## src/common/demod_pkg.sv

```systemverilog
package demod_pkg;

    // adc samples and the capture ring
    localparam int SAMPLE_W = 10;
    localparam int RING_DEPTH = 8192;
    localparam int RING_ADDR_W = 13;

    // signal detection
    localparam int MIDPOINT = 256;
    localparam int NOISE_FLOOR = 8;
    localparam int DETECT_THRESHOLD = 128;
    localparam int INTEG_W = 16;

    // fft window, real part in the upper half
    localparam int FFT_N = 1024;
    localparam int FFT_ADDR_W = 10;
    localparam int FRAME_CNT_W = 11;
    localparam int FFT_WORD_W = 32;
    localparam int FFT_HALF_W = 16;

    // decode retries
    localparam int SHIFT_MAX = 10;
    localparam int SHIFT_W = 4;

    // result byte stream
    localparam int RESULT_W = 96;
    localparam int RESULT_BYTES = 12;
    localparam int BYTE_W = 8;
    localparam int BYTE_CNT_W = 4;

    // sequencer states
    localparam int SEQ_W = 3;
    localparam logic [SEQ_W-1:0] SEQ_IDLE = 3'd0;
    localparam logic [SEQ_W-1:0] SEQ_LOAD = 3'd1;
    localparam logic [SEQ_W-1:0] SEQ_FFT = 3'd2;
    localparam logic [SEQ_W-1:0] SEQ_OFDM = 3'd3;
    localparam logic [SEQ_W-1:0] SEQ_SEND = 3'd4;
    localparam logic [SEQ_W-1:0] SEQ_RELEASE = 3'd5;

endpackage

```

## src/common/sample_ram_if.sv

```systemverilog
`timescale 1ns/1ps

interface sample_ram_if;

    logic                                we;
    logic [demod_pkg::RING_ADDR_W-1:0]   waddr;
    logic [demod_pkg::SAMPLE_W-1:0]      wdata;
    logic [demod_pkg::RING_ADDR_W-1:0]   raddr;
    logic [demod_pkg::SAMPLE_W-1:0]      rdata;

    // capture side
    modport writer (output we, output waddr, output wdata);

    // window loader side
    modport reader (output raddr, input rdata);

    modport mem (input we, input waddr, input wdata, input raddr, output rdata);

endinterface

```

## src/window_loader.sv

```systemverilog
`timescale 1ns/1ps

module window_loader (
    input  logic                               clk,
    input  logic                               rst_n,
    input  logic                               load_start,
    input  logic [demod_pkg::RING_ADDR_W-1:0]  load_base,
    sample_ram_if.reader                       ram,
    output logic                               fft_we,
    output logic [demod_pkg::FFT_ADDR_W-1:0]   fft_addr,
    output logic [demod_pkg::FFT_WORD_W-1:0]   fft_wdata,
    output logic                               load_done
);

    logic                                issue;
    logic [demod_pkg::FFT_ADDR_W-1:0]    issue_off;
    logic                                rd_active;
    logic [demod_pkg::FFT_ADDR_W-1:0]    rd_off;
    logic [demod_pkg::RING_ADDR_W-1:0]   rd_ptr;
    logic                                p1_valid;
    logic                                p1_last;
    logic [demod_pkg::FFT_ADDR_W-1:0]    p1_off;
    logic [demod_pkg::FFT_ADDR_W-1:0]    p1_rev;
    logic signed [demod_pkg::SAMPLE_W:0] p1_centered;
    logic                                fft_last;

    // first read goes out in the start cycle itself
    assign issue = load_start || rd_active;
    assign issue_off = load_start ? '0 : rd_off;
    assign ram.raddr = load_start ? load_base : rd_ptr;

    always_comb begin
        for (int i = 0; i < demod_pkg::FFT_ADDR_W; i++) begin
            p1_rev[i] = p1_off[demod_pkg::FFT_ADDR_W-1-i];
        end
    end

    assign p1_centered = $signed({1'b0, ram.rdata}) - $signed(demod_pkg::MIDPOINT[demod_pkg::SAMPLE_W:0]);

    always_ff @(posedge clk or negedge rst_n) begin
        if (!rst_n) begin
            rd_active <= 1'b0;
            rd_off <= '0;
            rd_ptr <= '0;
            p1_valid <= 1'b0;
            p1_last <= 1'b0;
            fft_we <= 1'b0;
            fft_last <= 1'b0;
            load_done <= 1'b0;
        end else begin
            rd_active <= issue && (issue_off != demod_pkg::FFT_N - 1);
            if (issue) begin
                rd_off <= issue_off + 1'b1;
                rd_ptr <= (ram.raddr == demod_pkg::RING_DEPTH - 1) ? '0 : ram.raddr + 1'b1;
            end
            p1_valid <= issue;
            p1_last <= issue && (issue_off == demod_pkg::FFT_N - 1);
            fft_we <= p1_valid;
            fft_last <= p1_last;
            load_done <= fft_last;
        end
    end

    // payload stage, real = centered sample, imag = 0
    always_ff @(posedge clk) begin
        p1_off <= issue_off;
        fft_addr <= p1_rev;
        fft_wdata <= {{(demod_pkg::FFT_HALF_W-demod_pkg::SAMPLE_W-1){p1_centered[demod_pkg::SAMPLE_W]}},
                      p1_centered, {demod_pkg::FFT_HALF_W{1'b0}}};
    end

    assert property (@(posedge clk) disable iff (!rst_n)
        load_start |-> !(rd_active || p1_valid || fft_we));

endmodule
```

## src/flat_wrapper.sv

```systemverilog
// flat-port wrapper written by rule: the top's interface ports become plain ports
module window_loader_flat 
  (clk, rst_n, load_start, load_base, fft_we, fft_addr, fft_wdata, load_done, ram_raddr, ram_rdata);
  sample_ram_if ram_i ();
  input  logic clk;
  input  logic rst_n;
  input  logic load_start;
  input  logic [demod_pkg::RING_ADDR_W-1:0] load_base;
  output logic fft_we;
  output logic [demod_pkg::FFT_ADDR_W-1:0] fft_addr;
  output logic [demod_pkg::FFT_WORD_W-1:0] fft_wdata;
  output logic load_done;
  output wire logic [$bits(ram_i.raddr)-1:0] ram_raddr;
  input wire logic [$bits(ram_i.rdata)-1:0] ram_rdata;
  assign ram_raddr = ram_i.raddr;
  assign ram_i.rdata = ram_rdata;
  window_loader u_core (.clk(clk), .rst_n(rst_n), .load_start(load_start), .load_base(load_base), .ram(ram_i), .fft_we(fft_we), .fft_addr(fft_addr), .fft_wdata(fft_wdata), .load_done(load_done));
endmodule
```

## config.mk

```make
export PLATFORM = sky130hd
export DESIGN_NAME = window_loader_flat
export DESIGN_NICKNAME = d
export VERILOG_FILES = /design/src/common/demod_pkg.sv /design/src/common/sample_ram_if.sv /design/src/window_loader.sv /design/src/flat_wrapper.sv
export SDC_FILE = /design/constraint.sdc
export NUM_CORES = 1
export LEC_CHECK = 0
export BUFFER_PORTS_ARGS = -buffer_cell sky130_fd_sc_hd__clkbuf_2
export CORE_MARGIN = 2
export CORE_UTILIZATION = 49
export DETAILED_ROUTE_END_ITERATION = 6
export HOLD_SLACK_MARGIN = 0.1
export PLACE_DENSITY = 0.79
export SETUP_SLACK_MARGIN = 0.2
export SYNTH_ARGS = -nofsm -noshare
export SYNTH_HDL_FRONTEND = slang
export SYNTH_SLANG_ARGS = --single-unit
```

## constraint.sdc

```tcl
create_clock -name clk -period 1.8 [get_ports clk]
set_input_delay 0.27 -clock clk [delete_from_list [all_inputs] [get_ports clk]]
set_output_delay 0.27 -clock clk [all_outputs]
set_load 0.005 [all_outputs]
```

* Yosys cells after proc, flatten, opt, wreduce, memory -nomap -nowiden *
Cells that the tools add are included.
W data, S select, Z words.

storage, ports and cells
  register bits after elaboration = 60

cells by class
  add/subtract/negate cells = 3
  equality and inequality tests = 3
  multiplexer cells = 3
  reductions and logical operators = 3

operators with widths
  operator                 number
  $mux W13                 2
  $add A13 B1 Y13 const B  1
  $eq A13 B13 Y1 const B   1
  $sub A10 B9 Y11 const B  1
  $add A10 B1 Y10 const B  1
  $eq A10 B10 Y1 const B   1
  $mux W10                 1
  $ne A10 B10 Y1 const B   1
  $logic_and A1 B1 Y1      2
  $logic_or A1 B1 Y1       1

* Logic depth before layout (Yosys ltp) *
  depth after elaboration = 3
  depth in mapped cells = 10

* Worst setup path before layout *
Ideal clock, no wire load.

  path kind = input -> register
  start point = input port load_start
  end point = register u_core.rd_ptr[0] (netlist bit)
  setup time = 0.066 ns
  arrival = 2.006 ns
  setup slack = -0.273 ns
  cell stages on the path = 8
  path buffers = 3
  cell sequence = buf_6 > buf_2 > buf_2 > mux2_2 > ha_1 > and4_1 > a21oi_2 > a22o_1

on the way
  cells in the longest elaborated chain, start to end = 3
  elaborated cells between the ends (all ways) = 5

RTL lines
  element                 RTL line             text
  start: declaration      flat_wrapper.sv:7    input logic load_start;
  $mux W13                window_loader.sv:30  assign ram.raddr = load_start ? load_base : rd_ptr;
  via ram_raddr[1]        flat_wrapper.sv:13   output wire logic [$bits(ram_i.raddr)-1:0] ram_raddr;
  $eq A13 B13 Y1          window_loader.sv:54  rd_ptr <= (ram.raddr == demod_pkg::RING_DEPTH - 1) ? '0 : ram.raddr + 1'b1;
  $mux W13                window_loader.sv:54
  end signal: assignment  window_loader.sv:54
  end: declaration        window_loader.sv:19  logic [demod_pkg::RING_ADDR_W-1:0] rd_ptr;

The timed path passes the listed nets, and every way through them passes these cells.
A chain may end at the register's enable or synchronous reset.

* Final worst setup path *
  start point = register u_core.rd_ptr[1] (netlist bit)
  end point = register u_core.rd_ptr[11] (netlist bit)

on the way
  cells in the longest elaborated chain, start to end = 3
  elaborated cells between the ends (all ways) = 4

RTL lines
  element                                            RTL line
  $mux W13 *                                         window_loader.sv:30
  $add A13 B1 Y13 or $eq A13 B13 Y1 (tied branches)  window_loader.sv:54
  $mux W13 *                                         window_loader.sv:54

Every way passes the cells marked *; elsewhere a longest branch is shown, timed or not.

==> flow_metrics.tcl <==
set metrics [dict create \
    synth_top_family_by_area "simple AND/OR/NAND/NOR gates" \
    rows 25 \
    viasPerCell 4.775 \
    rsz0062_at_grt "yes" \
    cap_violations 0 \
    synth_top_flop_cell "dfxtp_1" \
    place_congestion 0.8322 \
    ant_nets 0 \
    maxSlewViolCount 0 \
    syn2layout_area_growth_pct 30.48 \
    tns_ps 0 \
    power.density_nw_per_um2 947.1 \
    pwr-share-clk 0.341 \
    clkSinkCount 60 \
    ys_ff_latch 60 \
    diodes 0 \
    finalNetCount 330 \
    cts_max_level 3 \
    first_iter_violations 52 \
    core_area_um2 4786 \
    fin_crit_sh 0.8722 \
    vias 1781 \
    place_ws_ps -22.62 \
    status "finished, final reports clean" \
    syn_area_per_cell_um2 11.80 \
    hold_path_class "in -> reg" \
    dp_hpwl_um 3356 \
    synth_compound_area_frac 0.06524 \
    grt_pass1_wl_um 7486 \
    met3WireLength_um 375 \
    synth_fa_ha_area_frac 0.01529 \
    root_buffer "clkbuf_8" \
    grt.total_usage 0.1824 \
    pin_count 83 \
    path_cells "nand4b_2 -> a221oi_4 -> nand3_1 -> xor2_1 -> a211oi_1" \
    cts_buffers 9 \
    fillers 371 \
    synthSimpleGateAreaFrac 0.1417 \
    combPwrFrac 0.158 \
    portBuffers 66 \
    wl_met2_um 2343 \
    worst-path-buf-inv 0 \
    required_ps 2030 \
    fin_worst_skew_ps 6.130 \
    finalSetupViolCount 0 \
    clk_pin_slew_ps 70 \
    synthCells 208 \
    seqPwrFrac 0.501 \
    p_leak_nw 1.572 \
    synth_seq_area_share 0.5484 \
    dieArea_um2 5592 \
    syn-cell-area_um2 2455 \
    drc 0 \
    grt-ovfl-total 0 \
    switching_share 0.2746 \
    p_int_mw 2.201 \
    cpLargestDelayFamily "compound AO/OA/AOI/OAI gates" \
    synth-edff-count 0 \
    die_x_um 74.78 \
    yosysUniqueCellTypes 40 \
    p_sw_uw 833.0 \
    synth.mux.area_fraction 0.06320 \
    setup_ws_ps 230.0 \
    yosys.area_share.xor_xnor 0.07136 \
    clock_latency_ps 330 \
    drive_above_1_share 0.4183 \
    start_kind "flip-flop" \
    multiInputGateArea_um2 998.5 \
    cp_max_fo 3 \
    max_stage_delay_ps 390 \
    fmax_mhz 636.9 \
    vdd_ir_drop_max_uv 439.8 \
    seqCellArea_um2 1349 \
    cts_tree "yes" \
    top_layer_used "met4" \
    drt-met1-wl_um 1948 \
    synth_warnings 0 \
    grt_pass1_vias 1707 \
    cp-end-kind "flip-flop" \
    crit_type "reg -> reg" \
    initial_core_util 0.5129 \
    grt_max_degree 30 \
    tightestPinTransition_ps 732.6 \
    wl_um 4726 \
    async_flop_share 0.4833 \
    maxSlewHeadroom 0.5116 \
    arrival_ps 1800 \
    max-clock-path-buffers 2 \
    hold_violations 0 \
    antenna_found_initial 0 \
    slowest_stage "dfrtp_1" \
    die_h_um 74.78 \
    first_pass_iters 4 \
    wl_per_cell_um 12.67 \
    period_minus_slack_ps 1570 \
]
[final cells by class]
cell class	count	share of cell area
multi-input combinational	129	0.3117
clock inverter	7	0.01602
timing repair buffer	94	0.1781
sequential	60	0.4211
inverter	7	0.008203
clock buffer	9	0.03867
tap	67	0.02617
[per-layer routing]
metal | vias up | GRT usage
met5 | - | 0
li1 | 867 | -
met2 | 83 | 0.3009
met1 | 825 | 0.2059
met3 | 6 | 0.07631
met4 | 0 | 0.08532
[Yosys cell counts (all sizes together) (2+ instances only)]
cell     n  share of area
a211oi   2         0.0061
a21oi    2         0.0056
a22o     9          0.032
buf     26          0.080
clkbuf   2         0.0031
dfrtp   29           0.30
dfxtp   31           0.25
ha       3          0.015
inv      7          0.011
mux2    12          0.055
mux2i    2         0.0082
nand2   10          0.015
nand3   10          0.020
nand3b   2         0.0061
nand4    8          0.023
nand4b   3          0.019
nor2     7          0.011
nor2b   10          0.027
o21ai    2         0.0041
xnor2   11          0.039
xor2     9          0.032
[layout by cell type, fill, tap and decap left out, types with 7 or more instances in the layout]
cell	n
dfrtp_1	27
xnor2_1	11
inv_1	7
xor2_1	9
nand4_1	7
clkbuf_2	66
buf_4	17
nand2_1	10
conb_1	16
dlygate4sd3_1	9
nor2b_1	9
nor2_1	7
mux2_2	11
nand3_1	10
dfxtp_1	31
a22o_1	9
clkbuf_8	9
[logic make-up (layout without fill, tap and decap cells)]
group	count (synthesis)	after routing
buffers and inverters	35	117
XOR/XNOR	20	20
other	1	16
AND/OR/NAND/NOR	57	57
multiplexers	14	14
flip-flops	60	60
adder cells (fa/ha/maj)	3	3
AO/OA/AOI/OAI	18	19
[power by group through the flow]
stage | registers (mW) | logic (mW) | clock network [mW]
after floorplan | 1.52 | 0.302 | 0
after global placement | 1.54 | 0.426 | 0
after detailed placement | 1.54 | 0.439 | 0
after CTS | 1.52 | 0.457 | 1.07
after global routing | 1.53 | 0.531 | 1.13
final | 1.52 | 0.479 | 1.03
[final timing paths]
kind	from	to	slack (ps)	cells past startpoint
max in group asynchronous	rst_n	u_core.rd_ptr[4]	760	2
worst min-delay path	ram_rdata[8]	u_core.fft_wdata[24]	110	2
worst min register to register	u_core.p1_off[8]	u_core.fft_addr[1]	330	0
worst max register to register	u_core.rd_ptr[1]	u_core.rd_ptr[11]	230	5
min in group asynchronous	rst_n	u_core.rd_off[7]	530	2
worst max-delay path	u_core.rd_ptr[1]	u_core.rd_ptr[11]	230	5
[flip-flops by register name (all words and copies together), names as in the netlist]
signal	count
u_core.fft_addr	10
u_core.fft_last	1
u_core.fft_wdata	11
u_core.fft_we	1
u_core.load_done	1
u_core.p1_last	1
u_core.p1_off	10
u_core.p1_valid	1
u_core.rd_active	1
u_core.rd_off	10
u_core.rd_ptr	13
[timing repair]
item                                   4_1_cts  5_1_grt
hold buffers                                 9        0
cloned                                       0        1
endpoints found under the hold margin       37        0
setup buffers                                0        2
resized for setup                            1        8
setup endpoints to repair                    2       15
pin swaps                                    1        3
[stage by stage]
stage                     utilization  cell area, um2  hold WS, ps  std cells  power, mW
after floorplan                     -            2561       -25.59        223      1.825
after global placement         0.6026            2884        309.9        345      1.966
after detailed placement       0.6026            2884        312.1        345      1.981
after CTS                      0.6588            3153        105.2        370      3.039
after global routing           0.6693            3203        104.7        373      3.195
final                          0.6693            3203        113.2        373      3.034
Power figures use the tool's default switching activity.
