### config.mk
export PLATFORM = sky130hd
export DESIGN_NAME = sample_capture_flat
export DESIGN_NICKNAME = d
export VERILOG_FILES = /design/src/common/demod_pkg.sv /design/src/common/sample_ram_if.sv /design/src/capture/sample_capture.sv /design/src/flat_wrapper.sv
export SDC_FILE = /design/constraint.sdc
export NUM_CORES = 1
export LEC_CHECK = 0
export ABC_AREA = 1
export ABC_CLOCK_PERIOD_IN_PS = 4500
export BUFFER_PORTS_ARGS = -buffer_cell sky130_fd_sc_hd__buf_2
export CORE_ASPECT_RATIO = 1.75
export CORE_MARGIN = 4
export CORE_UTILIZATION = 30
export CTS_CLUSTER_DIAMETER = 50
export DETAILED_ROUTE_END_ITERATION = 6
export PLACE_DENSITY = 0.47
export SLEW_MARGIN = 25
export SYNTH_ARGS = -nofsm -noshare
export SYNTH_HDL_FRONTEND = slang
export SYNTH_SLANG_ARGS = --single-unit
### constraint.sdc
create_clock -name clk -period 4.5 [get_ports clk]
set_input_delay 0.9 -clock clk [delete_from_list [all_inputs] [get_ports clk]]
set_output_delay 0.9 -clock clk [all_outputs]
set_load 0.05 [all_outputs]
### src/common/demod_pkg.sv
package demod_pkg;

    // adc samples and the capture ring
    localparam int SAMPLE_W = 10;
    localparam int RING_DEPTH = 8192;
    localparam int RING_ADDR_W = 13;

    // signal detection
    localparam int MIDPOINT = 256;
    localparam int NOISE_FLOOR = 8;
    localparam int DETECT_THRESHOLD = 128;
    localparam int INTEG_W = 16;

    // fft window, real part in the upper half
    localparam int FFT_N = 1024;
    localparam int FFT_ADDR_W = 10;
    localparam int FRAME_CNT_W = 11;
    localparam int FFT_WORD_W = 32;
    localparam int FFT_HALF_W = 16;

    // decode retries
    localparam int SHIFT_MAX = 10;
    localparam int SHIFT_W = 4;

    // result byte stream
    localparam int RESULT_W = 96;
    localparam int RESULT_BYTES = 12;
    localparam int BYTE_W = 8;
    localparam int BYTE_CNT_W = 4;

    // sequencer states
    localparam int SEQ_W = 3;
    localparam logic [SEQ_W-1:0] SEQ_IDLE = 3'd0;
    localparam logic [SEQ_W-1:0] SEQ_LOAD = 3'd1;
    localparam logic [SEQ_W-1:0] SEQ_FFT = 3'd2;
    localparam logic [SEQ_W-1:0] SEQ_OFDM = 3'd3;
    localparam logic [SEQ_W-1:0] SEQ_SEND = 3'd4;
    localparam logic [SEQ_W-1:0] SEQ_RELEASE = 3'd5;

endpackage

### src/common/sample_ram_if.sv
`timescale 1ns/1ps

interface sample_ram_if;

    logic                                we;
    logic [demod_pkg::RING_ADDR_W-1:0]   waddr;
    logic [demod_pkg::SAMPLE_W-1:0]      wdata;
    logic [demod_pkg::RING_ADDR_W-1:0]   raddr;
    logic [demod_pkg::SAMPLE_W-1:0]      rdata;

    // capture side
    modport writer (output we, output waddr, output wdata);

    // window loader side
    modport reader (output raddr, input rdata);

    modport mem (input we, input waddr, input wdata, input raddr, output rdata);

endinterface

### src/capture/sample_capture.sv
`timescale 1ns/1ps

module sample_capture (
    input  logic                               clk,
    input  logic                               rst_n,
    input  logic                               adc_valid,
    input  logic [demod_pkg::SAMPLE_W-1:0]     adc_sample,
    sample_ram_if.writer                       ram,
    output logic                               frame_valid,
    input  logic                               frame_ready,
    output logic [demod_pkg::RING_ADDR_W-1:0]  detect_index
);

    logic [demod_pkg::RING_ADDR_W-1:0]  wr_addr;
    logic signed [demod_pkg::SAMPLE_W:0] centered;
    logic [demod_pkg::SAMPLE_W:0]       abs_full;
    logic [demod_pkg::SAMPLE_W-1:0]     mag;
    logic [demod_pkg::INTEG_W-1:0]      integral;
    logic [demod_pkg::INTEG_W:0]        integ_sum;
    logic [demod_pkg::FRAME_CNT_W-1:0]  count;

    // every sample goes straight into the ring
    assign ram.we = adc_valid;
    assign ram.waddr = wr_addr;
    assign ram.wdata = adc_sample;

    // distance from midpoint, small values treated as silence
    assign centered = $signed({1'b0, adc_sample}) - $signed(demod_pkg::MIDPOINT[demod_pkg::SAMPLE_W:0]);
    assign abs_full = centered[demod_pkg::SAMPLE_W] ? -centered : centered;
    assign mag = (abs_full < demod_pkg::NOISE_FLOOR) ? '0 : abs_full[demod_pkg::SAMPLE_W-1:0];
    assign integ_sum = {1'b0, integral} + {{(demod_pkg::INTEG_W+1-demod_pkg::SAMPLE_W){1'b0}}, mag};

    always_ff @(posedge clk or negedge rst_n) begin
        if (!rst_n) begin
            wr_addr <= '0;
        end else if (adc_valid) begin
            if (wr_addr == demod_pkg::RING_DEPTH - 1) begin
                wr_addr <= '0;
            end else begin
                wr_addr <= wr_addr + 1'b1;
            end
        end
    end

    always_ff @(posedge clk or negedge rst_n) begin
        if (!rst_n) begin
            frame_valid <= 1'b0;
            integral <= '0;
            count <= '0;
            detect_index <= '0;
        end else if (frame_valid && frame_ready) begin
            // frame taken, re-arm detection
            frame_valid <= 1'b0;
            integral <= '0;
            count <= '0;
        end else if (count == demod_pkg::FFT_N) begin
            frame_valid <= 1'b1;
        end else if (adc_valid) begin
            if (count == '0) begin
                if (integ_sum >= demod_pkg::DETECT_THRESHOLD) begin
                    detect_index <= wr_addr;
                    count <= 1;
                end else begin
                    integral <= integ_sum[demod_pkg::INTEG_W-1:0];
                end
            end else begin
                count <= count + 1'b1;
            end
        end
    end

    // sequencer may still be loading from this index
    assert property (@(posedge clk) disable iff (!rst_n)
        frame_valid && !frame_ready |=> frame_valid && $stable(detect_index));

endmodule

### src/flat_wrapper.sv
// flat-port wrapper written by rule: the top's interface ports become plain ports
module sample_capture_flat 
  (clk, rst_n, adc_valid, adc_sample, frame_valid, frame_ready, detect_index, ram_we, ram_waddr, ram_wdata);
  sample_ram_if ram_i ();
  input  logic clk;
  input  logic rst_n;
  input  logic adc_valid;
  input  logic [demod_pkg::SAMPLE_W-1:0] adc_sample;
  output logic frame_valid;
  input  logic frame_ready;
  output logic [demod_pkg::RING_ADDR_W-1:0] detect_index;
  output wire logic [$bits(ram_i.we)-1:0] ram_we;
  output wire logic [$bits(ram_i.waddr)-1:0] ram_waddr;
  output wire logic [$bits(ram_i.wdata)-1:0] ram_wdata;
  assign ram_we = ram_i.we;
  assign ram_waddr = ram_i.waddr;
  assign ram_wdata = ram_i.wdata;
  sample_capture u_core (.clk(clk), .rst_n(rst_n), .adc_valid(adc_valid), .adc_sample(adc_sample), .ram(ram_i), .frame_valid(frame_valid), .frame_ready(frame_ready), .detect_index(detect_index));
endmodule
* Word level (Yosys, flattened, before mapping)
Index checks and enable logic that the tools add are counted.
** Cells by class
- Equality and inequality tests :: 5
- $lt $le $gt $ge :: 2
- Bitwise gates (word level) :: 2
- Mux-type cells :: 15
- Reduce and logical (&&, ||, !) cells :: 8
- $add $sub $neg :: 5
** Operator list (number)
- $mux W16 :: 5
- $mux W11 :: 6
- $add A16 B10 Y17 :: 1
- $ge A17 B8 Y1 const B :: 1
- $add A13 B1 Y13 const B :: 1
- $eq A13 B13 Y1 const B :: 1
- $mux W13 :: 1
- $add A11 B1 Y11 const B :: 1
- $eq A11 B11 Y1 const B :: 1
- $logic_not A11 Y1 :: 1
- $lt A11 B4 Y1 const B :: 1
- $neg A11 Y11 :: 1
- $sub A10 B9 Y11 const B :: 1
- $mux W10 :: 1
- $reduce_bool A2 Y1 :: 3
- $reduce_and A5 Y1 :: 1
- $ne A2 B1 Y1 const B :: 2
- $reduce_and A4 Y1 :: 1
- $ne A3 B2 Y1 const B :: 1
- $reduce_and A3 Y1 :: 1
- $mux W1 :: 2
- $not A1 Y1 :: 2
- $logic_and A1 B1 Y1 :: 1
** Storage, ports and cells
- Input bits :: 14
- Logic and storage cells :: 42
- Flip-flop bits (word level) :: 54
- Output and inout bits :: 38

* Depth between registers and ports, before layout
- Depth in word-level cells :: 12
- Depth in mapped cells :: 26
- Depth with buffers taken out :: 26

* Least setup slack after synthesis
OpenSTA, ideal clock, no wires.
- Kind :: input-to-reg
- Start :: in adc_sample[8] (netlist name)
- End :: reg u_core.count[0] (netlist name)
- Data arrival time :: 3.902 ns
- Stages on the path :: 22
- Data required time :: 4.383 ns
- Setup time :: 0.117 ns
- Path buffers :: 2
- Path slack :: 0.481 ns
- Cell sequence :: inv_1 -> ha_1 -> clkbuf_1 -> o31ai_1 -> xor2_1 -> nor3_1 -> nand2_1 -> nor3_1 -> nor2_1 -> ha_1 -> fa_1 -> nand3_1 -> nand3_1 -> nand3_1 -> nand3_1 -> nand2_1 -> nand3_1 -> nor2_4 -> nand4_1 -> buf_2 -> nand3_1 -> nand2_1
** On the way
- Cells in the longest elaborated chain, start to end :: 9
** RTL lines
- start: declaration :: line flat_wrapper.sv:8 : input logic [demod_pkg::SAMPLE_W-1:0] adc_sample;
- $sub A10 B9 Y11 (*) :: line sample_capture.sv:28 : assign centered = $signed({1'b0, adc_sample}) - $signed(demod_pkg::MIDPOINT[demod_pkg::SAMPLE_W:0]);
- $neg A11 Y11 :: line sample_capture.sv:29 : assign abs_full = centered[demod_pkg::SAMPLE_W] ? -centered : centered;
- $mux W11 (*) :: line sample_capture.sv:29
- $lt A11 B4 Y1 :: line sample_capture.sv:30 : assign mag = (abs_full < demod_pkg::NOISE_FLOOR) ? '0 : abs_full[demod_pkg::SAMPLE_W-1:0];
- $mux W10 (*) :: line sample_capture.sv:30
- $add A16 B10 Y17 (*) :: line sample_capture.sv:31 : assign integ_sum = {1'b0, integral} + {{(demod_pkg::INTEG_W+1-demod_pkg::SAMPLE_W){1'b0}}, mag};
- $ge A17 B8 Y1 (*) :: line sample_capture.sv:60 : if (integ_sum >= demod_pkg::DETECT_THRESHOLD) begin
- $ne A3 B2 Y1 (no source line) (*)
- $reduce_and A3 Y1 (no source line) (*)
- end signal: assignment :: line sample_capture.sv:67 : count <= count + 1'b1;
- end: declaration :: line sample_capture.sv:20 : logic [demod_pkg::FRAME_CNT_W-1:0] count;
Every way passes the cells marked *; elsewhere a longest branch is shown, timed or not.
A chain may end at the register's enable or synchronous reset.

* Worst setup path in the final report
- Start :: in adc_sample[3] (netlist name)
- End :: reg u_core.integral[6] (netlist name)
** On the way
- Cells in the longest elaborated chain, start to end :: 11
- Elaborated cells between the ends (all ways) :: 14
- Those cells by class :: 3 x add/sub; 2 x order compare; 1 x eq/ne; 7 x mux; 1 x reduce/logical
** RTL lines
- $sub A10 B9 Y11 (*) :: line sample_capture.sv:28
- $neg A11 Y11 :: line sample_capture.sv:29
- $mux W11 (*) :: line sample_capture.sv:29
- $lt A11 B4 Y1 :: line sample_capture.sv:30
- $mux W10 (*) :: line sample_capture.sv:30
- $add A16 B10 Y17 (*) :: line sample_capture.sv:31
- branches (longest 5 deep; another with $ge A17 B8 Y1)
- end signal: assignment :: line sample_capture.sv:64 : integral <= integ_sum[demod_pkg::INTEG_W-1:0];
- end: declaration :: line sample_capture.sv:18 : logic [demod_pkg::INTEG_W-1:0] integral;
Mark *: on every way between the ends. The select of a mux whose other input is x is not followed.

==> metrics.yaml <==
cpLargestDelayFamily: "simple AND/OR/NAND/NOR gates"
met1_usage_pct: 14.0
arrival_ns: 4.30
placed_cell_area_um2: 4200
row_count: 54
start_util_pct: 30.6
pwr-share-clk_pct: 17.0
synthesis.area_um2: 3800
io_pins: 52
core_um2: 12400
hold-worst-slack_ns: 0.472
ys_seq_area_share_pct: 35.5
skew_ns: 0.00385
top_usage_layer: "met2"
io_buffers: 51
cts_tree: "yes"
dp_hpwl_mm: 7.93
finalHoldViolCount: 0
setup_viol: 0
finalCriticalPeriod_ns: 4.11
grt_use_met3_pct: 2.20
grt_use_met2_pct: 28.2
slowest_delay_ns: 0.44
grt_pass1_wl_mm: 16.6
cp-end-kind: "flop"
holdCritPathClass: "reg2reg"
clockRootBuffer: "clkbuf_16"
pwr-share-seq_pct: 31.9
synth_cells: 527
cp_max_fo: 8
synth.most_common_cell: "nand2_1"
cts_max_level: 2
grt_pass1_vias: 3565
synth_nets: 558
timing.max_cap.violations: 0
synth_area_per_cell_um2: 7.22
ys.flop_type: "dfrtp_1"
crit_chain: "buf_2, inv_1, nand2_1, nor2_1, nand4_1, nand2_1, xor2_1, nand2_1, nor3_4, nor2_1, ha_1, fa_1, nand3_1, nand3_1, a21oi_1, xnor2_1, nor2_1, nand3_4, nand2_4, nand2_2, nand2_1, nand2_1"
clkLatencyLatePin_ns: 0.29
path_buf_inv: 2
die_y_um: 157
wirelength_mm: 9.77
post_drt_wl_per_cell_um: 13.1
ant_nets: 0
crit_type: "in2reg"
cts_buffers: 5
drt_pass1_iterations: 6
layout.nets: 607
clk_path_buf_depth: 2
clk_pin_slew_ns: 0.07
sw_frac_of_total_pct: 48.5
drv_slew: 0
antenna_found_initial: 0
slew_headroom_pct: 50.1
drt_iter0_markers: 120
grt_max_degree: 31
ys_seq_elements: 54
antenna_cells: 0
power_uw: 2310
synth_top_area_cell: "dfrtp_1"
worst_ep_required_time_ns: 4.69
p_leak_uw: 0.00233
area_growth_pct: 15.2
die-area_um2: 14600
status: "completed"
clkSinkCount: 54
p_comb_share_pct: 51.1
p_switching_uw: 1120
fillers: 1401
synth.distinct_cells: 40
grt_usage_pct: 14.2
place_congestion: 0.834
cp-start-kind: "primary input"
routed-via-count: 3367
p_int_uw: 1190
yosys-top-cells-count: "nand2_1 (143), inv_1 (70), dfrtp_1 (54), nand3_1 (50), nor2_1 (48)"
synth_edf_count: 0
cpMostUsedCell: "nand2_1"
final_cell_area_um2: 4380
overflow: 0
yosysTopAreaCellShare_pct: 35.5
drc: 0
synthTopCellsByArea: "dfrtp_1 (36%), nand2_1 (14%), inv_1 (6.9%), nand3_1 (6.6%), ha_1 (5.3%)"
vdd_drop_max_mv: 0.321
routed_via_density: 4.52
pwr_density_cell_nw_per_um2: 528
async_flop_share_pct: 100
synth_warnings: 0
max_freq_mhz: 243
die_x_um: 93.1
post-route-period-util_pct: 91.4
tightest_slew_ns: 0.748
drive_gt1_share_pct: 19.2
slowest_stage: "fa_1"
-- layout make-up --
type | instances | area, um^2 | share of cell area [%]
Clock buffer | 7 | 143 | 3.25
Tap cell | 168 | 210 | 4.80
Timing Repair Buffer | 62 | 338 | 7.71
Clock inverter | 1 | 5.00 | 0.114
Inverter | 76 | 285 | 6.51
Sequential cell | 54 | 1350 | 30.8
Multi-Input combinational cell | 377 | 2050 | 46.8
-- power by group through the flow --
stage	sequential [uW]	combinational (uW)	clock, uW
2_1_floorplan	944	702	0
6_report	739	1180	393
3_5_place_dp	746	1180	0
3_3_place_gp	750	1170	0
5_1_grt	758	1320	426
4_1_cts	741	1190	410
-- cells by family after synthesis --
group / synth area share [%]
buffers and inverters: 11.4
AO/OA/AOI/OAI: 7.83
XOR/XNOR: 5.76
flip-flops: 35.5
adder cells (fa/ha/maj): 5.79
AND/OR/NAND/NOR: 33.7
-- final timing paths --
check	start	end	slack, ns	cells past startpoint
worst max-delay path	adc_sample[3]	u_core.integral[6]$_DFFE_PN0P_	0.39	22
worst min-delay path	u_core.detect_index[7]$_DFFE_PN0P_	u_core.detect_index[7]$_DFFE_PN0P_	0.47	2
worst max register to register	u_core.integral[0]$_DFFE_PN0P_	u_core.integral[6]$_DFFE_PN0P_	1.94	12
worst min register to register	u_core.detect_index[7]$_DFFE_PN0P_	u_core.detect_index[7]$_DFFE_PN0P_	0.47	2
max in group asynchronous	rst_n	u_core.integral[2]$_DFFE_PN0P_	3.07	2
min in group asynchronous	rst_n	u_core.ram.waddr[12]$_DFFE_PN0P_	0.60	1
-- repair_timing --
item	4_1_cts	5_1_grt
endpoints found under the setup margin	0	40
gates resized for setup	0	6
endpoints found under the hold margin	0	0
buffers inserted	0	0
hold buffers	0	0
-- metal layers --
metal	wire (um)	vias up
met5	0	-
met4	355	0
met3	324	18
met2	5440	61
met1	3650	1543
li1	-	1745
-- through the flow --
step                      setup TNS (ns)  std cells  util [%]  setup WS, ns
final                                  0        745      35.3         0.388
after global placement                 0        737      33.8       0.00829
after global routing            -0.00308        745      35.3      -0.00172
after CTS                              0        745      35.0         0.208
after detailed placement           -2.75        737      33.8        -0.110
after floorplan                        0        527         -         0.481
-- worst min-delay path, cell delays in order, from the launching register on --
cell and delay, ns:
dfrtp_1 0.34, nand2_1 0.05, nand2_1 0.05
-- sequential cells by signal, summed over array words and instances, names as in the netlist --
| name | flops |
|---|---|
| u_core.count | 11 |
| u_core.detect_index | 13 |
| u_core.frame_valid | 1 |
| u_core.integral | 16 |
| u_core.ram.waddr | 13 |
-- cell usage in the layout, fill, tap and decap left out, types with 15 or more instances in the layout --
cell	count
xor2_1	17
nand3_1	50
dfrtp_1	54
nand2_1	143
a21oi_1	20
buf_2	51
ha_1	15
nor2_1	48
inv_1	70
No activity file was read; power rests on OpenSTA's default activity.
