[config.mk]
export PLATFORM = sky130hd
export DESIGN_NAME = result_serializer
export DESIGN_NICKNAME = d
export VERILOG_FILES = /design/src/common/demod_pkg.sv /design/src/result_serializer.sv
export SDC_FILE = /design/constraint.sdc
export NUM_CORES = 1
export LEC_CHECK = 0
export BUFFER_PORTS_ARGS = -buffer_cell sky130_fd_sc_hd__buf_2
export CAP_MARGIN = 15
export CORE_MARGIN = 2
export CORE_UTILIZATION = 30
export CTS_CLUSTER_SIZE = 20
export DETAILED_ROUTE_END_ITERATION = 16
export PLACE_DENSITY_LB_ADDON = 0.12
export RECOVER_POWER = 25
export SLEW_MARGIN = 15
export SYNTH_ARGS = -nofsm -noshare
export SYNTH_HDL_FRONTEND = slang
export SYNTH_SLANG_ARGS = --single-unit
[constraint.sdc]
create_clock -name clk -period 5.4 [get_ports clk]
set_input_delay 0.27 -clock clk [delete_from_list [all_inputs] [get_ports clk]]
set_output_delay 0.27 -clock clk [all_outputs]
set_load 0.02 [all_outputs]
[src/common/demod_pkg.sv]
package demod_pkg;

    // adc samples and the capture ring
    localparam int SAMPLE_W = 10;
    localparam int RING_DEPTH = 8192;
    localparam int RING_ADDR_W = 13;

    // signal detection
    localparam int MIDPOINT = 256;
    localparam int NOISE_FLOOR = 8;
    localparam int DETECT_THRESHOLD = 128;
    localparam int INTEG_W = 16;

    // fft window, real part in the upper half
    localparam int FFT_N = 1024;
    localparam int FFT_ADDR_W = 10;
    localparam int FRAME_CNT_W = 11;
    localparam int FFT_WORD_W = 32;
    localparam int FFT_HALF_W = 16;

    // decode retries
    localparam int SHIFT_MAX = 10;
    localparam int SHIFT_W = 4;

    // result byte stream
    localparam int RESULT_W = 96;
    localparam int RESULT_BYTES = 12;
    localparam int BYTE_W = 8;
    localparam int BYTE_CNT_W = 4;

    // sequencer states
    localparam int SEQ_W = 3;
    localparam logic [SEQ_W-1:0] SEQ_IDLE = 3'd0;
    localparam logic [SEQ_W-1:0] SEQ_LOAD = 3'd1;
    localparam logic [SEQ_W-1:0] SEQ_FFT = 3'd2;
    localparam logic [SEQ_W-1:0] SEQ_OFDM = 3'd3;
    localparam logic [SEQ_W-1:0] SEQ_SEND = 3'd4;
    localparam logic [SEQ_W-1:0] SEQ_RELEASE = 3'd5;

endpackage

[src/result_serializer.sv]
`timescale 1ns/1ps

module result_serializer (
    input  logic                              clk,
    input  logic                              rst_n,
    input  logic                              send_start,
    input  logic [demod_pkg::RESULT_W-1:0]    ofdm_result,
    output logic                              uart_valid,
    output logic [demod_pkg::BYTE_W-1:0]      uart_data,
    input  logic                              uart_ready,
    output logic                              send_done
);

    logic [demod_pkg::RESULT_W-1:0]    shreg;
    logic [demod_pkg::BYTE_CNT_W-1:0]  byte_idx;
    logic                              xfer;

    assign xfer = uart_valid && uart_ready;

    // lsb byte first
    assign uart_data = shreg[demod_pkg::BYTE_W-1:0];

    always_ff @(posedge clk) begin
        if (send_start) begin
            shreg <= ofdm_result;
        end else if (xfer) begin
            shreg <= shreg >> demod_pkg::BYTE_W;
        end
    end

    always_ff @(posedge clk or negedge rst_n) begin
        if (!rst_n) begin
            uart_valid <= 1'b0;
            byte_idx <= '0;
            send_done <= 1'b0;
        end else begin
            send_done <= 1'b0;
            if (send_start) begin
                uart_valid <= 1'b1;
                byte_idx <= '0;
            end else if (xfer) begin
                if (byte_idx == demod_pkg::RESULT_BYTES - 1) begin
                    uart_valid <= 1'b0;
                    send_done <= 1'b1;
                end else begin
                    byte_idx <= byte_idx + 1'b1;
                end
            end
        end
    end

    assert property (@(posedge clk) disable iff (!rst_n)
        uart_valid && !uart_ready |=> uart_valid && $stable(uart_data));

endmodule

# Word-level counts from Yosys, hierarchy flattened
# Index checks and enable logic that the tools add are counted.
# classes
n_addsub	1
n_eq_ne	2
mux	11
reduce_logical	5
# ops
op	count
two-way mux 96 bit	2
two-way mux 4 bit	3
two-way mux 1 bit	6
adder 4 x 1 -> 4 bit, second input constant	1
equality test 4 bit, second input constant	1
AND reduction 2 bit	2
nonzero test 2 bit	2
inequality test 2 bit, second input constant	1
logical AND 1 bit	1
# word_totals
reg_bits	102
inputBits	100
output_inout_bits	10
word_cells	23

# Depth between registers and ports, before layout
# Gate-level depths: netlist of run 1.
# depth
ltp_word	4
ltp_mapped	4
mapped_depth_nobuf	4

# Worst setup path before layout of run 1
# No wires, ideal clock.
# synth_path
path_type	input port to flip-flop
from	input send_start
to	register shreg[0] (netlist name) (enable)
setup_time_ps	471
arrival_ps	2994
required_ps	4929
path_slack_ps	1936
cell_stages	4
path_buffers	3
cell_sequence	buf_2 buf_6 buf_6 nand2b_1
# synth_between
elab_chain_cells	1
# synth_rtl
item	line_no	source
start: declaration	result_serializer.sv:6	input logic send_start,
nonzero test 2 bit (no line)	--	
end signal: assignment	result_serializer.sv:25	shreg <= ofdm_result;
end signal: assignment	result_serializer.sv:27	shreg <= shreg >> demod_pkg::BYTE_W;
end: declaration	result_serializer.sv:14	logic [demod_pkg::RESULT_W-1:0] shreg;
# Every way passes these cells.
# A chain may end at the register's enable or synchronous reset.

# Final worst setup path of run 1
# layout_path
from	register uart_valid
to	register shreg[94] (netlist name) (enable)
# layout_between
elab_chain_cells	2
# layout_rtl
item	line_no	source
start: declaration	result_serializer.sv:8	output logic uart_valid,
start signal: assignment	result_serializer.sv:33	uart_valid <= 1'b0;
start signal: assignment	result_serializer.sv:39	uart_valid <= 1'b1;
start signal: assignment	result_serializer.sv:43	uart_valid <= 1'b0;
logical AND 1 bit	result_serializer.sv:18	assign xfer = uart_valid && uart_ready;
nonzero test 2 bit (no line)	--	
# Every way passes these cells.

==> impl_summary.txt, run 1 <==
----------------------------------------------------
[Setup path]
  Critical path capture point type ... register
  RR Endpoint ... shreg[94]
  Worst-path cell chain ... nand2_1 > nand2b_4 > buf_4
  CP max-delay cell ... sky130_fd_sc_hd__buf_4
  Largest incremental delay on the critical path ... 0.68 ns
  Required time reported for the critical path endpoint ... 5.37 ns
  Slack of the worst reg-to-reg path ... 3.17 ns
  Worst setup path class ... register to register
  Startpoint kind of the worst setup timing path ... register
  Critical Path Fanout Max ... 54
  Beginning of the worst register-to-register path ... uart_valid
  R2r worst-path depth ... 3
  Data arrival at the endpoint of the critical path ... 2.20 ns

[Clocking]
  Post-CTS Setup Repair Bufs ... 0
  Clock root buffer ... sky130_fd_sc_hd__clkbuf_16
  Clock latency at the later pin of the worst-skew pair ... 0.34 ns
  CTS tree ... done
  Maximum number of buffers from clock root to sink ... 2
  TritonCTS Sinks ... 102
  Cells resized by post-CTS repair ... 0
  Level count of the clock H-tree ... 3
  Reg clk slew, reported paths ... 0.07 ns
  Hold buffer count at cts ... 1
  Cts bufs inserted ... 9

[Placed design]
  Count of input and output buffers ... 109
  Final HPWL DP ... 4810 µm
  Routability congestion estimate ... 0.6178
  Placed Cells ... 515

[GRT]
  Via count of the first global-routing pass ... 2271
  Antenna violations before repair ... 2
  Global-route wire length before repair ... 11610 µm
  Grt ovf ... 0
  Largest net degree at the start of global routing ... 58
  GR Util All Layers ... 9.569%

[Power]
  Cell leakage power ... 0.002260 µW
  Logic gate share of total power ... 8.8%
  Int Power ... 1554 µW
  Part of the power in registers ... 50.8%
  Clk network pwr share ... 40.4%
  Switching power share of the total ... 18.98%
  Net switching power ... 364.1 µW
  P per Cell Area ... 347.2 nW/µm²
  Peak supply drop ... 209.6 µV

[STA]
  Setup repair after global routing missed its margin ... no
  Period utilization ... 41.25%
  Setup-failing EPs final ... 0
  Post-layout min period ... 2.228 ns
  Maximum frequency from static timing analysis ... 448.9 MHz
  Slew Viols, Final ... 0
  Setup total negative slack ... 0 ns
  Relative slew slack ... 42.12%
  Final hold violation count ... 0
  Pin slew with the least headroom to its limit ... 0.8682 ns
  Worst-case clock skew ... 0.005142 ns

[Floorplanning]
  Ports ... 110
  Die Wd ... 126.8 µm
  Die boundary height ... 126.8 µm
  Starting Density ... 30.91%
  Placement row count ... 44
  Area of the die ... 16090 µm²
  Placeable core region ... 14640 µm²

[Outcome]
  Status ... finished, final reports clean

[Layout]
  Count of fill cells added during filler insertion ... 1426
  Most common cell after layout, fill and taps aside ... sky130_fd_sc_hd__buf_2
  Layout area overhead ... 22.06%
  Non-Filler Instances ... 534
  Total area of multi-input combinational cells ... 1325 µm²
  Final Net Count ... 444
  Register area ... 3033 µm²
  Most frequent cells in the layout ... sky130_fd_sc_hd__buf_2 (106), sky130_fd_sc_hd__edfxtp_1 (96), sky130_fd_sc_hd__mux2_1 (53), sky130_fd_sc_hd__mux2_4 (35), sky130_fd_sc_hd__clkbuf_16 (9)
  Share of layout cells above drive strength 1 ... 46.55%

[Drt]
  Routed Antenna Nets ... 0
  Wirelength per Cell ... 14.10 µm
  Starting DRT DRC Count ... 170
  Drt via density ... 4.303
  Remaining design rule violation count ... 0
  Count of TritonRoute iterations in the first routing pass ... 3
  Via count ... 2298
  Sum of routed wire length over all layers ... 7529 µm

[Synthesis]
  Instance count of the mapped netlist ... 240
  Synthesized flop and latch total ... 102
  Yosys warning count ... 0
  Number of library cell types mapped by synthesis ... 20
  Mean instance size in the synthesized netlist ... 18.86 µm²
  Synthesized netlist net count ... 341
  Combined area of all synthesized cells ... 4527 µm²
  Register area share after synthesis ... 67.00%

[Hold path]
  WHS Endpoint ... shreg[24]
  Hold path start ... ofdm_result[24]
  Path class of the lowest-slack min-delay path ... input pin to register
  Worst hold path stage count ... 2

[Flow run]
  Total of max-cap violations ... 0

----------------------------------------------------
-- sequential cells by signal (all words and copies together) (netlist names) --
register    flops
shreg          96
uart_valid      1
send_done       1
byte_idx        4
-- power groups by stage --
stage | sequential (µW) | clock (µW) | combinational [µW]
finish | 975 | 774 | 170
global route | 982 | 830 | 187
CTS | 976 | 808 | 178
detailed placement | 994 | 0 | 177
global placement | 991 | 0 | 172
floorplan | 991 | 0 | 129
-- metrics by stage --
step,setup slack (ns),utilization [%],instance area (µm²),hold WS [ns],total power [µW]
finish,3.172,37.73,5525,0.2070,1918
floorplan,1.936,-,4527,-0.02559,1120
global placement,2.794,35.30,5170,0.1010,1163
detailed placement,2.769,35.30,5170,0.1070,1171
CTS,3.113,37.84,5542,0.1876,1962
global route,2.975,37.71,5523,0.1953,1998
-- kinds of logic after synthesis --
group                    after synthesis  share of synthesized area, %
AO/OA/AOI/OAI                          5                        0.6082
adder cells (fa/ha/maj)                1                        0.2764
multiplexers                          90                         25.65
flip-flops                           102                         67.00
AND/OR/NAND/NOR                       22                         2.985
buffers and inverters                 20                         3.483
-- final cells by class --
type / count / area share [%]
Multi-Input combinational cell: 118 / 23.98
Tap cell: 184 / 4.167
Antenna cell: 2 / 0.09058
Clock inverter: 7 / 2.468
Sequential cell: 102 / 54.89
Timing Repair Buffer: 112 / 10.33
Clock buffer: 9 / 4.076
-- per-layer routing --
layer	vias up	share of wire [%]	global-route usage, %
met2	84	45	14.17
met5	-	0	0
met3	11	11	5.567
met1	1086	43	11.33
li1	1117	-	-
met4	0	1.7	4.072
-- synth_stat cells (all sizes together) --
cell type | n | area, µm²
mux2 | 88 | 1141
ha | 1 | 12.51
nor3b | 1 | 12.51
a21o | 1 | 7.510
buf | 20 | 157.7
or3 | 2 | 12.51
dfrtp | 6 | 150.1
and3b | 1 | 12.51
and2 | 8 | 50.05
nand2b | 3 | 18.77
nor2 | 3 | 11.26
a21oi | 2 | 10.01
o21ai | 2 | 10.01
nand3 | 2 | 10.01
nand2 | 2 | 7.510
edfxtp | 96 | 2883
mux2i | 2 | 20.02
-- worst max-delay path: cells and delay by family (launching register included) --
family,cells,cell delay (ns)
buffers and inverters,1,0.68
flip-flops,1,0.39
AND/OR/NAND/NOR,2,0.73
-- worst max-delay path by stage --
stage / startpoint / end / slack (ns) / cells after the start
floorplan: send_start / shreg[0] / 1.94 / 4
CTS: uart_valid / shreg[79] / 3.11 / 3
detailed placement: send_start / shreg[94] / 2.77 / 3
global placement: send_start / shreg[95] / 2.79 / 3
finish: uart_valid / shreg[94] / 3.17 / 3
global route: uart_valid / shreg[79] / 2.97 / 3
(Power assumes the default switching activity.)
==> run 2, diff against run 1 <==
Clock period 5.4 ns to 1.95 ns, I/O delays scaled along.
==> impl_summary.txt, run 2 (same netlist as run 1, synthesis figures left out) <==
----------------------------------------------------
[Drt]
  Starting DRT DRC Count ... 153 (was 170)
  Via count ... 2315 (was 2298)
  Sum of routed wire length over all layers ... 7450 µm (was 7529 µm)
  Count of TritonRoute iterations in the first routing pass ... 4 (was 3)
  Routed Antenna Nets ... 0 (unchanged)
  Wirelength per Cell ... 14.00 µm (was 14.10 µm)
  Drt via density ... 4.352 (was 4.303)
  Remaining design rule violation count ... 0 (unchanged)

[Outcome]
  Status ... finished, final reports clean (unchanged)

[Floorplanning]
  Placeable core region ... 14640 µm² (unchanged)
  Ports ... 110 (unchanged)
  Area of the die ... 16090 µm² (unchanged)
  Placement row count ... 44 (unchanged)
  Die boundary height ... 126.8 µm (unchanged)
  Die Wd ... 126.8 µm (unchanged)
  Starting Density ... 30.91% (unchanged)

[Setup path]
  Required time reported for the critical path endpoint ... 2.04 ns (was 5.37 ns)
  Worst-path cell chain ... buf_6 > clkbuf_2 > mux2_1 (was nand2_1 > nand2b_4 > buf_4)
  Startpoint kind of the worst setup timing path ... input pin (was register)
  Critical Path Fanout Max ... 44 (was 54)
  R2r worst-path depth ... 3 (unchanged)
  Data arrival at the endpoint of the critical path ... 1.63 ns (was 2.20 ns)
  CP max-delay cell ... sky130_fd_sc_hd__clkbuf_2 (was sky130_fd_sc_hd__buf_4)
  Worst setup path class ... input pin to register (was register to register)
  Critical path capture point type ... register (unchanged)
  Largest incremental delay on the critical path ... 0.90 ns (was 0.68 ns)

[STA]
  Setup total negative slack ... 0 ns (unchanged)
  Setup repair after global routing missed its margin ... no (unchanged)
  Worst-case clock skew ... 0.004845 ns (was 0.005142 ns)
  Period utilization ... 78.90%
  Post-layout min period ... 1.539 ns
  Relative slew slack ... 22.79% (was 42.12%)
  Setup-failing EPs final ... 0 (unchanged)
  Slew Viols, Final ... 0 (unchanged)
  Maximum frequency from static timing analysis ... 649.9 MHz
  Final hold violation count ... 0 (unchanged)
  Pin slew with the least headroom to its limit ... 1.158 ns (was 0.8682 ns)

[Layout]
  Count of fill cells added during filler insertion ... 1425 (was 1426)
  Largest register FFs ... 96 (unchanged)
  Registers with the most flip-flops ... shreg: 96 flops, byte_idx: 4 flops (unchanged)
  Most common cell after layout, fill and taps aside ... sky130_fd_sc_hd__buf_2 (unchanged)
  Final Net Count ... 446 (was 444)
  Share of layout cells above drive strength 1 ... 38.51% (was 46.55%)
  Design area ... 5346 µm² (was 5525 µm²)
  Most frequent cells in the layout ... sky130_fd_sc_hd__buf_2 (107), sky130_fd_sc_hd__edfxtp_1 (96), sky130_fd_sc_hd__mux2_1 (80), sky130_fd_sc_hd__clkbuf_16 (9), sky130_fd_sc_hd__mux2_4 (8) (was sky130_fd_sc_hd__buf_2 (106), sky130_fd_sc_hd__edfxtp_1 (96), sky130_fd_sc_hd__mux2_1 (53), sky130_fd_sc_hd__mux2_4 (35), sky130_fd_sc_hd__clkbuf_16 (9))
  Layout area overhead ... 18.10% (was 22.06%)
  Diodes inserted ... 0 (was 2)
  Reg with most FFs ... shreg (unchanged)

[GRT]
  Global-route wire length before repair ... 11600 µm (was 11610 µm)
  Largest net degree at the start of global routing ... 82 (was 58)
  Via count of the first global-routing pass ... 2342 (was 2271)
  Grt ovf ... 0 (unchanged)
  GR Util All Layers ... 9.525% (was 9.569%)
  Antenna violations before repair ... 1 (was 2)

[Placed design]
  Routability congestion estimate ... 0.7212 (was 0.6178)
  Final HPWL DP ... 4556 µm (was 4810 µm)
  Cell area after placement ... 5226 µm² (was 5170 µm²)
  Count of input and output buffers ... 109 (unchanged)

[Clocking]
  CTS tree ... done (unchanged)
  Cts bufs inserted ... 9 (unchanged)
  Level count of the clock H-tree ... 3 (unchanged)
  Maximum number of buffers from clock root to sink ... 2 (unchanged)
  Reg clk slew, reported paths ... 0.06 ns (was 0.07 ns)
  Clock latency at the later pin of the worst-skew pair ... 0.34 ns (about the same)
  Clock root buffer ... sky130_fd_sc_hd__clkbuf_16 (unchanged)
  TritonCTS Sinks ... 102 (unchanged)

[Power]
  Cell leakage power ... 0.002116 µW (was 0.002260 µW)
  Clk network pwr share ... 33.7% (was 40.4%)
  P per Cell Area ... 880.5 nW/µm² (was 347.2 nW/µm²)
  Part of the power in registers ... 57.3% (was 50.8%)
  Int Power ... 3730 µW (was 1554 µW)
  Net switching power ... 977.1 µW (was 364.1 µW)
  Peak supply drop ... 572.2 µV (was 209.6 µV)
  Logic gate share of total power ... 9.0% (was 8.8%)
  Switching power share of the total ... 20.76% (was 18.98%)

[Hold path]
  Worst hold path stage count ... 2 (unchanged)
  Path class of the lowest-slack min-delay path ... input pin to register (unchanged)

[Flow run]
  Total of max-cap violations ... 0 (unchanged)

----------------------------------------------------
[run 2: area by class of cell]
class / count / area [µm²] / area share [%]
Sequential cell: 102 / 3033 / 56.73
Multi-Input combinational cell: 118 / 1224 / 22.89
Timing Repair Buffer: 114 / 613.1 / 11.47
Clock buffer: 11 / 232.7 / 4.353
Tap cell: 184 / 230.2 / 4.306
Clock inverter: 3 / 13.76 / 0.2574
[run 2: metal layers]
layer  GRT usage [%]  share of wire [%]  vias to the layer above
li1                -                  -                     1113
met1           10.96                 45                     1101
met2           14.61                 43                       87
met3           5.230                9.8                       12
met4           4.266                1.8                        2
met5               0               0.16                        -
[run 2: worst paths after layout]
path / start / endpoint / slack [ns]
worst max-delay path: send_start / shreg[33] / 0.41
worst min-delay path: ofdm_result[93] / shreg[93] / 0.04
worst max register to register: uart_valid / shreg[45] / 0.48
worst min register to register: shreg[33] / shreg[25] / 0.52
max in group asynchronous: rst_n / byte_idx[1] / 1.53
min in group asynchronous: rst_n / send_done / 0.16
[run 2: what timing repair did]
action | 4_1_cts | 5_1_grt
setup buffers | 0 | 0
hold buffers | 1 | 0
hold endpoints to repair | 6 | 0
gates resized for setup | 0 | 0
[run 2: power groups by stage]
stage | Combinational, µW | Sequential [µW] | Clock [µW]
2_1_floorplan | 358 | 2740 | 0
3_3_place_gp | 485 | 2740 | 0
3_5_place_dp | 497 | 2750 | 0
4_1_cts | 499 | 2700 | 1680
5_1_grt | 472 | 2720 | 1750
6_report | 424 | 2700 | 1590
[run 2: worst max-delay path: cells and delay by family]
| family | cells | cell delay (ns) |
|---|---|---|
| multiplexers | 1 | 0.39 |
| buffers and inverters | 2 | 1.09 |
[run 2: through the flow]
stage,util [%],instances,total power [µW],worst slack [ns],hold WS (ns)
2_1_floorplan,-,240,3095,0.1539,-0.1981
3_3_place_gp,35.69,517,3227,0.4934,-0.07036
3_5_place_dp,35.69,517,3248,0.4742,-0.06740
4_1_cts,37.44,532,4879,0.4705,0.01477
5_1_grt,36.51,532,4938,0.2816,0.01624
6_report,36.51,532,4707,0.4114,0.03580
